===== src/design/render_pkg.sv =====
package render_pkg;

    // table slots; the saber candidate takes the index right after them
    localparam int NUM_BLOCKS = 12;

    // value held by an unused sliced-list slot
    localparam logic [7:0] EMPTY_ID = 8'hFF;

    typedef enum logic [2:0] {
        UP,
        DOWN,
        LEFT,
        RIGHT,
        ANY
    } direction_e;

    typedef struct packed {
        logic [11:0] x;
        logic [11:0] y;
        logic [13:0] z;
        logic        color;
        direction_e  direction;
        logic [7:0]  id;
        logic        visible;
    } block_t;

    // saber tip position
    typedef struct packed {
        logic [11:0] x;
        logic [11:0] y;
        logic [13:0] z;
    } hand_t;

    typedef struct packed {
        logic [10:0] x;
        logic [9:0]  y;
    } pixel_t;

    typedef enum logic [1:0] {
        HIT_NONE,
        HIT_BLOCK,
        HIT_SABER
    } hit_kind_e;

    typedef struct packed {
        logic [3:0]  tag;
        logic [11:0] x;
        logic [11:0] y;
        logic [13:0] z;
        logic        eligible;
        logic        last;
    } candidate_t;

    typedef struct packed {
        logic [3:0]  tag;
        logic        hit;
        logic [13:0] z;
        logic        last;
    } probe_t;

    typedef struct packed {
        pixel_t      pixel;
        hit_kind_e   kind;
        logic [3:0]  index;
        block_t      block;
        logic [13:0] depth;
    } pick_t;

    typedef enum logic [1:0] {
        IDLE,
        ISSUE,
        DRAIN
    } sel_state_e;

endpackage


===== src/design/block_table.sv =====
`timescale 1ns/1ps

module block_table (
    input  logic                                         clk_in,
    input  logic                                         rst_in,
    input  logic                                         block_wr,
    input  logic [3:0]                                   block_wr_index,
    input  render_pkg::block_t                           block_wr_data,
    input  logic                                         slice_wr,
    input  logic [7:0]                                   slice_id,
    output render_pkg::block_t [render_pkg::NUM_BLOCKS-1:0] blocks,
    output logic [render_pkg::NUM_BLOCKS-1:0]            eligible_mask
);

    localparam logic [3:0] LAST_SLOT = 4'(render_pkg::NUM_BLOCKS - 1);

    // ids of blocks already cut by the saber
    logic [render_pkg::NUM_BLOCKS-1:0][7:0] sliced;
    logic [3:0]                             slice_ptr;
    logic [render_pkg::NUM_BLOCKS-1:0]      id_sliced;

    // only the visible flag is cleared, the rest of a record is don't-care
    always_ff @(posedge clk_in) begin
        if (rst_in) begin
            for (int i = 0; i < render_pkg::NUM_BLOCKS; i++) begin
                blocks[i].visible <= 1'b0;
            end
        end else if (block_wr && (block_wr_index <= LAST_SLOT)) begin
            blocks[block_wr_index] <= block_wr_data;
        end
    end

    // sliced list fills round-robin, oldest entry gets overwritten
    always_ff @(posedge clk_in) begin
        if (rst_in) begin
            for (int i = 0; i < render_pkg::NUM_BLOCKS; i++) begin
                sliced[i] <= render_pkg::EMPTY_ID;
            end
            slice_ptr <= '0;
        end else if (slice_wr) begin
            sliced[slice_ptr] <= slice_id;
            if (slice_ptr == LAST_SLOT) begin
                slice_ptr <= '0;
            end else begin
                slice_ptr <= slice_ptr + 4'd1;
            end
        end
    end

    // every block id against every slot
    always_comb begin
        for (int b = 0; b < render_pkg::NUM_BLOCKS; b++) begin
            id_sliced[b] = 1'b0;
            for (int s = 0; s < render_pkg::NUM_BLOCKS; s++) begin
                if (sliced[s] == blocks[b].id) begin
                    id_sliced[b] = 1'b1;
                end
            end
            eligible_mask[b] = blocks[b].visible && !id_sliced[b];
        end
    end

endmodule


===== src/design/ray_block_test.sv =====
`timescale 1ns/1ps

module ray_block_test #(
    parameter int HALF_SIZE = 64,
    parameter int Z_SHIFT   = 8
) (
    input  logic                   clk_in,
    input  logic                   rst_in,
    input  render_pkg::pixel_t     pixel,
    input  render_pkg::candidate_t cand,
    input  logic                   cand_valid,
    output render_pkg::probe_t     probe,
    output logic                   probe_valid
);

    // two's complement differences, wide enough for 12-bit minus 11-bit
    logic [12:0] dx_raw;
    logic [12:0] dy_raw;
    logic [12:0] dx_abs;
    logic [12:0] dy_abs;
    logic [13:0] z_shr;
    logic [13:0] half;

    logic        s1_valid;
    logic [12:0] s1_dx;
    logic [12:0] s1_dy;
    logic [13:0] s1_half;
    logic [3:0]  s1_tag;
    logic [13:0] s1_z;
    logic        s1_last;
    logic        s1_eligible;

    always_comb begin
        dx_raw = {1'b0, cand.x} - {2'b00, pixel.x};
        dy_raw = {1'b0, cand.y} - {3'b000, pixel.y};
        dx_abs = dx_raw[12] ? (13'd0 - dx_raw) : dx_raw;
        dy_abs = dy_raw[12] ? (13'd0 - dy_raw) : dy_raw;
        // farther away means a smaller footprint, down to nothing
        z_shr = cand.z >> Z_SHIFT;
        if (z_shr >= 14'(HALF_SIZE)) begin
            half = '0;
        end else begin
            half = 14'(HALF_SIZE) - z_shr;
        end
    end

    always_ff @(posedge clk_in) begin
        if (rst_in) begin
            s1_valid    <= 1'b0;
            probe_valid <= 1'b0;
        end else begin
            s1_valid    <= cand_valid;
            probe_valid <= s1_valid;
        end
    end

    always_ff @(posedge clk_in) begin
        s1_dx       <= dx_abs;
        s1_dy       <= dy_abs;
        s1_half     <= half;
        s1_tag      <= cand.tag;
        s1_z        <= cand.z;
        s1_last     <= cand.last;
        s1_eligible <= cand.eligible;

        // pixel within half-size on both axes, edges included
        probe.hit  <= s1_eligible && (s1_half != '0) && (s1_dx <= s1_half) && (s1_dy <= s1_half);
        probe.tag  <= s1_tag;
        probe.z    <= s1_z;
        probe.last <= s1_last;
    end

endmodule


===== src/design/block_selector.sv =====
`timescale 1ns/1ps

module block_selector (
    input  logic                                         clk_in,
    input  logic                                         rst_in,
    input  render_pkg::pixel_t                           pixel,
    input  render_pkg::hand_t                            hand,
    input  render_pkg::block_t [render_pkg::NUM_BLOCKS-1:0] blocks,
    input  logic [render_pkg::NUM_BLOCKS-1:0]            eligible_mask,
    input  render_pkg::probe_t                           probe,
    input  logic                                         probe_valid,
    output render_pkg::candidate_t                       cand,
    output logic                                         cand_valid,
    output render_pkg::pick_t                            pick,
    output logic                                         valid_out,
    output logic                                         busy
);

    localparam logic [3:0] SABER_IDX = 4'(render_pkg::NUM_BLOCKS);

    render_pkg::sel_state_e state;
    render_pkg::pixel_t     last_pixel;
    logic [3:0]             idx;
    render_pkg::candidate_t next_cand;

    // running best over the probes seen so far
    render_pkg::hit_kind_e  best_kind;
    render_pkg::hit_kind_e  nxt_kind;
    logic [3:0]             best_index;
    logic [3:0]             nxt_index;
    logic [13:0]            best_depth;
    logic [13:0]            nxt_depth;

    assign busy = (state != render_pkg::IDLE);

    // blocks first, saber tip goes out last
    always_comb begin
        next_cand.tag = idx;
        if (idx == SABER_IDX) begin
            next_cand.x        = hand.x;
            next_cand.y        = hand.y;
            next_cand.z        = hand.z;
            next_cand.eligible = 1'b1;
            next_cand.last     = 1'b1;
        end else begin
            next_cand.x        = blocks[idx].x;
            next_cand.y        = blocks[idx].y;
            next_cand.z        = blocks[idx].z;
            next_cand.eligible = eligible_mask[idx];
            next_cand.last     = 1'b0;
        end
    end

    // saber beats everything, otherwise lower tag wins
    always_comb begin
        nxt_kind  = best_kind;
        nxt_index = best_index;
        nxt_depth = best_depth;
        if (probe_valid && probe.hit) begin
            if (probe.last) begin
                nxt_kind  = render_pkg::HIT_SABER;
                nxt_index = probe.tag;
                nxt_depth = probe.z;
            end else if ((best_kind == render_pkg::HIT_NONE) ||
                         ((best_kind == render_pkg::HIT_BLOCK) && (probe.tag < best_index))) begin
                nxt_kind  = render_pkg::HIT_BLOCK;
                nxt_index = probe.tag;
                nxt_depth = probe.z;
            end
        end
    end

    always_ff @(posedge clk_in) begin
        if (state == render_pkg::ISSUE) begin
            cand <= next_cand;
        end
    end

    always_ff @(posedge clk_in) begin
        if (rst_in) begin
            state      <= render_pkg::IDLE;
            idx        <= '0;
            // out of reach of any real pixel so the first one is always taken
            last_pixel <= '{x: 11'h7FF, y: 10'h3FF};
            cand_valid <= 1'b0;
            valid_out  <= 1'b0;
            best_kind  <= render_pkg::HIT_NONE;
            best_index <= '0;
            best_depth <= '0;
            pick       <= '0;
        end else begin
            valid_out  <= 1'b0;
            cand_valid <= 1'b0;
            case (state)
                render_pkg::IDLE: begin
                    if (pixel != last_pixel) begin
                        last_pixel <= pixel;
                        idx        <= '0;
                        state      <= render_pkg::ISSUE;
                    end
                end
                render_pkg::ISSUE: begin
                    cand_valid <= 1'b1;
                    idx        <= idx + 4'd1;
                    if (idx == SABER_IDX) begin
                        state <= render_pkg::DRAIN;
                    end
                end
                // hold busy through the result cycle
                render_pkg::DRAIN: begin
                    if (valid_out) begin
                        state <= render_pkg::IDLE;
                    end
                end
                default: state <= render_pkg::IDLE;
            endcase

            if (probe_valid && probe.last) begin
                pick.pixel <= last_pixel;
                pick.kind  <= nxt_kind;
                pick.index <= nxt_index;
                pick.depth <= (nxt_kind == render_pkg::HIT_NONE) ? 14'd0 : nxt_depth;
                if (nxt_kind == render_pkg::HIT_BLOCK) begin
                    pick.block <= blocks[nxt_index];
                end else begin
                    pick.block <= '0;
                end
                valid_out  <= 1'b1;
                best_kind  <= render_pkg::HIT_NONE;
                best_index <= '0;
                best_depth <= '0;
            end else begin
                best_kind  <= nxt_kind;
                best_index <= nxt_index;
                best_depth <= nxt_depth;
            end
        end
    end

endmodule


===== src/design/block_render_top.sv =====
`timescale 1ns/1ps

module block_render_top #(
    parameter int HALF_SIZE = 64,
    parameter int Z_SHIFT   = 8
) (
    input  logic               clk_in,
    input  logic               rst_in,
    input  logic               block_wr,
    input  logic [3:0]         block_wr_index,
    input  render_pkg::block_t block_wr_data,
    input  logic               slice_wr,
    input  logic [7:0]         slice_id,
    input  render_pkg::hand_t  hand,
    input  render_pkg::pixel_t pixel,
    output render_pkg::pick_t  pick,
    output logic               valid_out,
    output logic               busy
);

    render_pkg::block_t [render_pkg::NUM_BLOCKS-1:0] blocks;
    logic [render_pkg::NUM_BLOCKS-1:0]               eligible_mask;
    render_pkg::candidate_t                          cand;
    logic                                            cand_valid;
    render_pkg::probe_t                              probe;
    logic                                            probe_valid;

    block_table u_table (
        .clk_in        (clk_in),
        .rst_in        (rst_in),
        .block_wr      (block_wr),
        .block_wr_index(block_wr_index),
        .block_wr_data (block_wr_data),
        .slice_wr      (slice_wr),
        .slice_id      (slice_id),
        .blocks        (blocks),
        .eligible_mask (eligible_mask)
    );

    block_selector u_selector (
        .clk_in       (clk_in),
        .rst_in       (rst_in),
        .pixel        (pixel),
        .hand         (hand),
        .blocks       (blocks),
        .eligible_mask(eligible_mask),
        .probe        (probe),
        .probe_valid  (probe_valid),
        .cand         (cand),
        .cand_valid   (cand_valid),
        .pick         (pick),
        .valid_out    (valid_out),
        .busy         (busy)
    );

    // pixel is held steady while busy, so the test unit reads it directly
    ray_block_test #(
        .HALF_SIZE(HALF_SIZE),
        .Z_SHIFT  (Z_SHIFT)
    ) u_test (
        .clk_in     (clk_in),
        .rst_in     (rst_in),
        .pixel      (pixel),
        .cand       (cand),
        .cand_valid (cand_valid),
        .probe      (probe),
        .probe_valid(probe_valid)
    );

endmodule


===== config.mk =====
export PLATFORM = sky130hd
export DESIGN_NAME = block_render_top
export DESIGN_NICKNAME = d
export VERILOG_FILES = /design/src/design/render_pkg.sv /design/src/design/block_table.sv /design/src/design/ray_block_test.sv /design/src/design/block_selector.sv /design/src/design/block_render_top.sv
export SDC_FILE = /design/constraint.sdc
export NUM_CORES = 2
export LEC_CHECK = 0
export BUFFER_PORTS_ARGS = -buffer_cell sky130_fd_sc_hd__buf_2
export CAP_MARGIN = 10
export CORE_MARGIN = 2
export CORE_UTILIZATION = 50
export DETAILED_ROUTE_END_ITERATION = 10
export GPL_TIMING_DRIVEN = 0
export MAX_ROUTING_LAYER = met4
export PLACE_DENSITY = 0.69
export RECOVER_POWER = 25
export REMOVE_ABC_BUFFERS = 1
export SKIP_LAST_GASP = 1
export SLEW_MARGIN = 10
export SYNTH_ARGS = -nofsm -noshare
export SYNTH_HDL_FRONTEND = slang
export SYNTH_SLANG_ARGS = --single-unit

===== constraint.sdc =====
create_clock -name clk_in -period 9.6 [get_ports clk_in]
set_input_delay 0.48 -clock clk_in [delete_from_list [all_inputs] [get_ports clk_in]]
set_output_delay 0.48 -clock clk_in [all_outputs]
set_load 0.02 [all_outputs]

# Word-level counts from Yosys, hierarchy flattened
# Cells that the tools add are included.
dict set report op_classes {
  reduce_logical 45
  order_cmp 11
  bitwise_logic 1
  n_mux 179
  eq_ne 154
  n_addsub 7
}
# cell count
set op_table {}
lappend op_table {{equality test 8 bit} 144}
lappend op_table {{bitwise mux 612 bit} 1}
lappend op_table {{binary-select mux 51 bit (select 4 bit)} 2}
lappend op_table {{demux 51 bit (select 4 bit)} 1}
lappend op_table {{two-way mux 51 bit} 4}
lappend op_table {{two-way mux 1 bit} 147}
lappend op_table {{bitwise mux 96 bit} 1}
lappend op_table {{two-way mux 14 bit} 4}
lappend op_table {{two-way mux 40 bit} 1}
lappend op_table {{demux 8 bit (select 4 bit)} 1}
lappend op_table {{less-or-equal comparator 13 x 14 -> 1 bit} 2}
lappend op_table {{subtractor 1 x 13 -> 13 bit (first input constant)} 2}
lappend op_table {{two-way mux 12 bit} 2}
lappend op_table {{logical AND 1 bit} 21}
lappend op_table {{!= test 21 bit} 1}
lappend op_table {{< comparator 4 x 5 -> 1 bit (second input constant)} 4}
lappend op_table {{two-way mux 4 bit} 5}
lappend op_table {{nonzero test 14 bit} 1}
lappend op_table {{subtractor 12 x 10 -> 13 bit} 1}
lappend op_table {{subtractor 12 x 11 -> 13 bit} 1}
lappend op_table {{zero test 1 bit} 12}
lappend op_table {{two-way mux 2 bit} 6}
lappend op_table {{adder 4 x 1 -> 4 bit (second input constant)} 2}
lappend op_table {{equality test 4 bit (second input constant)} 2}
lappend op_table {{other kinds (19)} 29}
dict set report word_totals {
  ff_bits 979
  out_inout_bits 94
  word_cells 536
}

# Depth between registers and ports, before layout
dict set report depth {
  depth_word 18
  depth_mapped 13
}

# Modules after synthesis
# Synthesis repeated with hierarchy kept, for this count alone.
dict set report hier_totals {
  hier_cells 5108
  hier_area_um2 57594.0
}
# module cells_each area_each_um2 instances seq_area_each_um2
set modules_own_cells {}
lappend modules_own_cells {block_table 3040 37727.4 1 20259.4}
lappend modules_own_cells {block_selector 1682 16253.1 1 4144.0}
lappend modules_own_cells {ray_block_test 386 3613.5 1 1481.4}

# Worst setup path before layout
# No wires, ideal clock.
dict set report synth_timing {
  path_type {input -> register}
  startpoint {in rst_in}
  endpoint {reg, netlist name u_table.blocks[460]}
  arrival_time_ns 3.245
  setup_ns 0.458
  required_time_ns 9.142
  stages 5
  path_slack_ns 5.897
  path_buffers 2
  path_cell_list {buf_2 -> inv_2 -> clkbuf_1 -> nand2_1 -> nor2_1}
}
dict set report synth_via {
  elab_chain_len 2
}
# element line
set synth_rtl {}
lappend synth_rtl {{from (decl)} block_render_top.sv:8} ;# input logic rst_in,
lappend synth_rtl {{NOT 1 bit (no source line)} n/a}
lappend synth_rtl {{AND reduction 2 bit (no source line)} n/a}
# Every way passes these cells.
# A chain may end at the register's enable or synchronous reset.

# Worst setup path in the final report
dict set report layout_timing {
  startpoint {reg u_selector.best_index[1]}
  endpoint {reg, netlist name u_selector.pick[43]}
}
dict set report layout_via {
  elab_chain_len 9
  elab_cells_between_ends 13
}
# element line
set layout_rtl {}
lappend layout_rtl {{from (decl)} block_selector.sv:29} ;# logic [3:0] best_index;
lappend layout_rtl {{from (signal assigned)} block_selector.sv:134} ;# best_index <= nxt_index;
lappend layout_rtl {{< comparator 4 bit} block_selector.sv:65} ;# ((best_kind == render_pkg::HIT_BLOCK) && (probe.tag < best_index))) begin
lappend layout_rtl {{logical AND 1 bit} block_selector.sv:65}
lappend layout_rtl {{logical OR 1 bit} block_selector.sv:64} ;# end else if ((best_kind == render_pkg::HIT_NONE) ||
lappend layout_rtl {{two-way mux 4 bit} block_selector.sv:64}
lappend layout_rtl {{two-way mux 4 bit} block_selector.sv:60} ;# if (probe.last) begin
lappend layout_rtl {{two-way mux 4 bit} block_selector.sv:59} ;# if (probe_valid && probe.hit) begin
lappend layout_rtl {{binary-select mux 51 bit (select 4 bit)} block_selector.sv:124} ;# pick.block <= blocks[nxt_index];
lappend layout_rtl {{two-way mux 51 bit (implied by the code)} block_selector.sv:124}
lappend layout_rtl {{two-way mux 51 bit *} block_selector.sv:123} ;# if (nxt_kind == render_pkg::HIT_BLOCK) begin
# Mark *: on every way between the ends. The rest lies on a longest branch, timed or not. The select of a mux whose other input is x is not followed.

==> summary.txt <==
Run status
  • Outcome: finished, violations left
  • Failing checks: max-capacitance violations, max-slew violations

Final layout
  • Cell area after layout: 60000 µm²
  • Filler cells: 8896
  • Finished Layout Cells: 6266
  • Final core occ: 0.559
  • Area grow syn2layout: 10.8%
  • Layout cells sized above 1: 0.122
  • FF+latch area: approximately 26000 µm²
  • Most frequent cells in the layout: 644 x edfxtp_1, 624 x xnor2_1, 587 x xor2_1
  • Commonest non-fill, non-tap cell in the layout: edfxtp_1
  • Area of the multi-input gates: 26000 µm²
  • NumNets Final: 4928

Placement
  • I/O Buffers: around 220
  • Placed inst area: 56500 µm²
  • Placed insts: between 6000 and 7000
  • Global placer's final weighted congestion: between 1 and 1.5
  • Dpl hpwl: 119000 µm

STA
  • Max-slew violation count: 29
  • Min Tclk post-route: around 4000 ps
  • Rel. slew slack: -0.00676
  • Highest clock rate: 0.248 GHz
  • Final Hold Slack: 79.4 ps
  • Clock Skew: slightly below 70 ps
  • Final setup fails: 0
  • Worst Tran Pin Value: approximately 1500 ps
  • Hold Vio Cnt, Final: 0
  • Unrepaired setup endpoints after global routing: false
  • Tcrit/Tclk final: 0.420
  • Setup_tns: 0 ps

Critical path
  • CP arrival: 4620 ps
  • Req. time, crit path: 10190 ps
  • CP endpoint kind: flop
  • CP Launch Type: flop
  • CP Class: flop to flop
  • Critical Path Fanout Max: 21

Logic synthesis
  • Post-synthesis register bit count: 971
  • Unique cell type count in the Yosys netlist: 63
  • Top_reg_cell synth: edfxtp_1
  • Post-synth top area cell: edfxtp_1
  • Ys Warns: 0
  • Synth area leaders: edfxtp_1 36%, dfxtp_1 12%, xnor2_1 10%
  • Number of flops mapped to enable cells by yosys: about 640
  • Register area share after synthesis: 0.478
  • Yosys top cell area share: 0.357
  • Gate Count Post-Synth: 4926
  • Mapped Area: 54100 µm²
  • Async set-or-reset flop fraction in the synthesized netlist: 0
  • Syn Area/Cell: roughly 11 µm²

CTS
  • Root Buffer: clkbuf_16
  • CTS Buffer Depth: 3
  • Post-CTS Resized: 0
  • Worst-path clk slew: ~60 ps
  • Post-cts hold buffer count: 0
  • Number of CTS-inserted buffers: 100
  • CTS tree: yes
  • Post-CTS setup buffer count: 0
  • Skew-Pair Late Insertion Delay: 720 ps
  • H-tree Lvls: 3
  • CTS sink cnt: 971

Global route
  • Number of global-route vias before repair: about 39000
  • Largest net degree at the start of global routing: 97
  • GRT Overall Usage: 0.346
  • Initial antenna violation count: 27
  • First-pass GRT wire length: 272000 µm
  • Global route overflow: 0

Drt
  • Final ANT Viol Nets: 0
  • First-pass DRT Iterations: 6
  • DR vias: 40800
  • DRT iter0 DRCs: 5067
  • Metal2 WL: 82900 µm
  • Vias/cell: about 6.5
  • Met3 routed WL: 25100 µm
  • Max Used Layer: met4
  • DRC: 0
  • Drt wl/cell: 30.5 µm
  • Post-Route WL: approximately 190000 µm
  • Met1 Wirelength: 69200 µm

Floorplanning
  • Die Area: 111000 µm²
  • Starting Density: 0.505
  • Row cnt: 120
  • DIE WIDTH: 333 µm
  • Die Y: roughly 330 µm
  • Core area: 107000 µm²
  • # IOs: 220

Hold path
  • Type of the most critical hold path: input port to flop

Power and ir drop
  • Lkg Pwr: ~0.020 µW
  • IR drop worst, VDD: 0.000163 V
  • Pwr/cell area: 157 nW/µm²

Job
  • # Max-Cap Violations: 3
[flip-flops by register name, indices dropped and copies added, names as in the netlist, 2 cells and up]
| register | cells |
|---|---|
| u_table.blocks | 612 |
| u_table.sliced | 96 |
| u_selector.pick | 92 |
| u_selector.cand | 44 |
| u_selector.last_pixel | 21 |
| u_test.probe | 20 |
| u_selector.best_depth | 14 |
| u_test.s1_z | 14 |
| u_test.s1_dx | 13 |
| u_test.s1_dy | 13 |
| u_test.s1_half | 6 |
| u_selector.best_index | 4 |
| u_selector.idx | 4 |
| u_table.slice_ptr | 4 |
| u_test.s1_tag | 4 |
| u_selector.best_kind | 2 |
| u_selector.state | 2 |
[synth_stat cells (all sizes together), types with 22 or more instances]
cell type / number
nand3: 124
mux4: 114
nor3: 23
nand4: 165
nor2: 107
inv: 53
a221o: 50
a22oi: 39
ha: 47
and3: 56
o211ai: 23
dfxtp: 327
o21ai: 111
a22o: 22
nor4: 157
xnor2: 624
mux2i: 267
buf: 253
xor2: 587
clkbuf: 318
or4: 55
edfxtp: 644
o22ai: 105
a21oi: 117
nand2: 426
[where the power goes]
part           switching (µW)  internal, µW
clock network            1700          2260
logic                     378           305
registers                 176          4570
[final timing paths]
kind,slack (ps),start,cells after the start,end
max,5570,u_selector.best_index[1]$_SDFF_PP0_,14,u_selector.pick[43]$_SDFFE_PP0P_
min,80,hand[3],3,u_selector.cand[5]$_DFFE_PP_
max reg2reg,5570,u_selector.best_index[1]$_SDFF_PP0_,14,u_selector.pick[43]$_SDFFE_PP0P_
min reg2reg,330,u_test.s1_z[5]$_DFF_P_,0,u_test.probe[6]$_DFF_P_
[routing by layer]
metal | GRT usage | vias up
met5 | - | -
met4 | 0.211 | 0
met3 | 0.100 | 750
met2 | 0.506 | 2863
met1 | 0.425 | 20100
li1 | - | 17200
[logic make-up after synthesis]
family,after synthesis,synth area share
other cells,1,0.0000693
flops,971,0.478
fa+ha+maj,49,0.0116
buf+inv,624,0.0453
simple gates,1171,0.109
compound gates,517,0.0622
xor+xnor,1211,0.196
mux,382,0.0972
[metrics by stage]
stage	setup WS [ps]	total power (µW)
finish	5570	9390
global placement	-15940	5490
detailed placement	5200	5490
global route	5390	9620
CTS	5610	9390
floorplan	-1040	5210
[final cells by class]
| type | instances | area share |
|---|---|---|
| clock buffer | 140 | 0.0470 |
| timing repair buffer | 295 | 0.0441 |
| inverter | 53 | 0.00344 |
| sequential | 971 | 0.432 |
| tap | 1403 | 0.0293 |
| clock inverter | 48 | 0.00926 |
| multi-input combinational | 3332 | 0.433 |
| antenna | 24 | 0.00100 |
[critical path, cell delays in order, from the launching register on]
cell and delay (ps):
dfxtp_1 500, inv_1 190, ha_1 320, a21o_1 100, a21oi_1 110, o21ai_4 370
mux2i_4 600, buf_16 250, buf_16 190, buf_16 180, buf_16 180, buf_8 180
mux2i_1 200, o22ai_1 100, or4_1 410
Note: power is estimated with default switching activity, not from simulation.
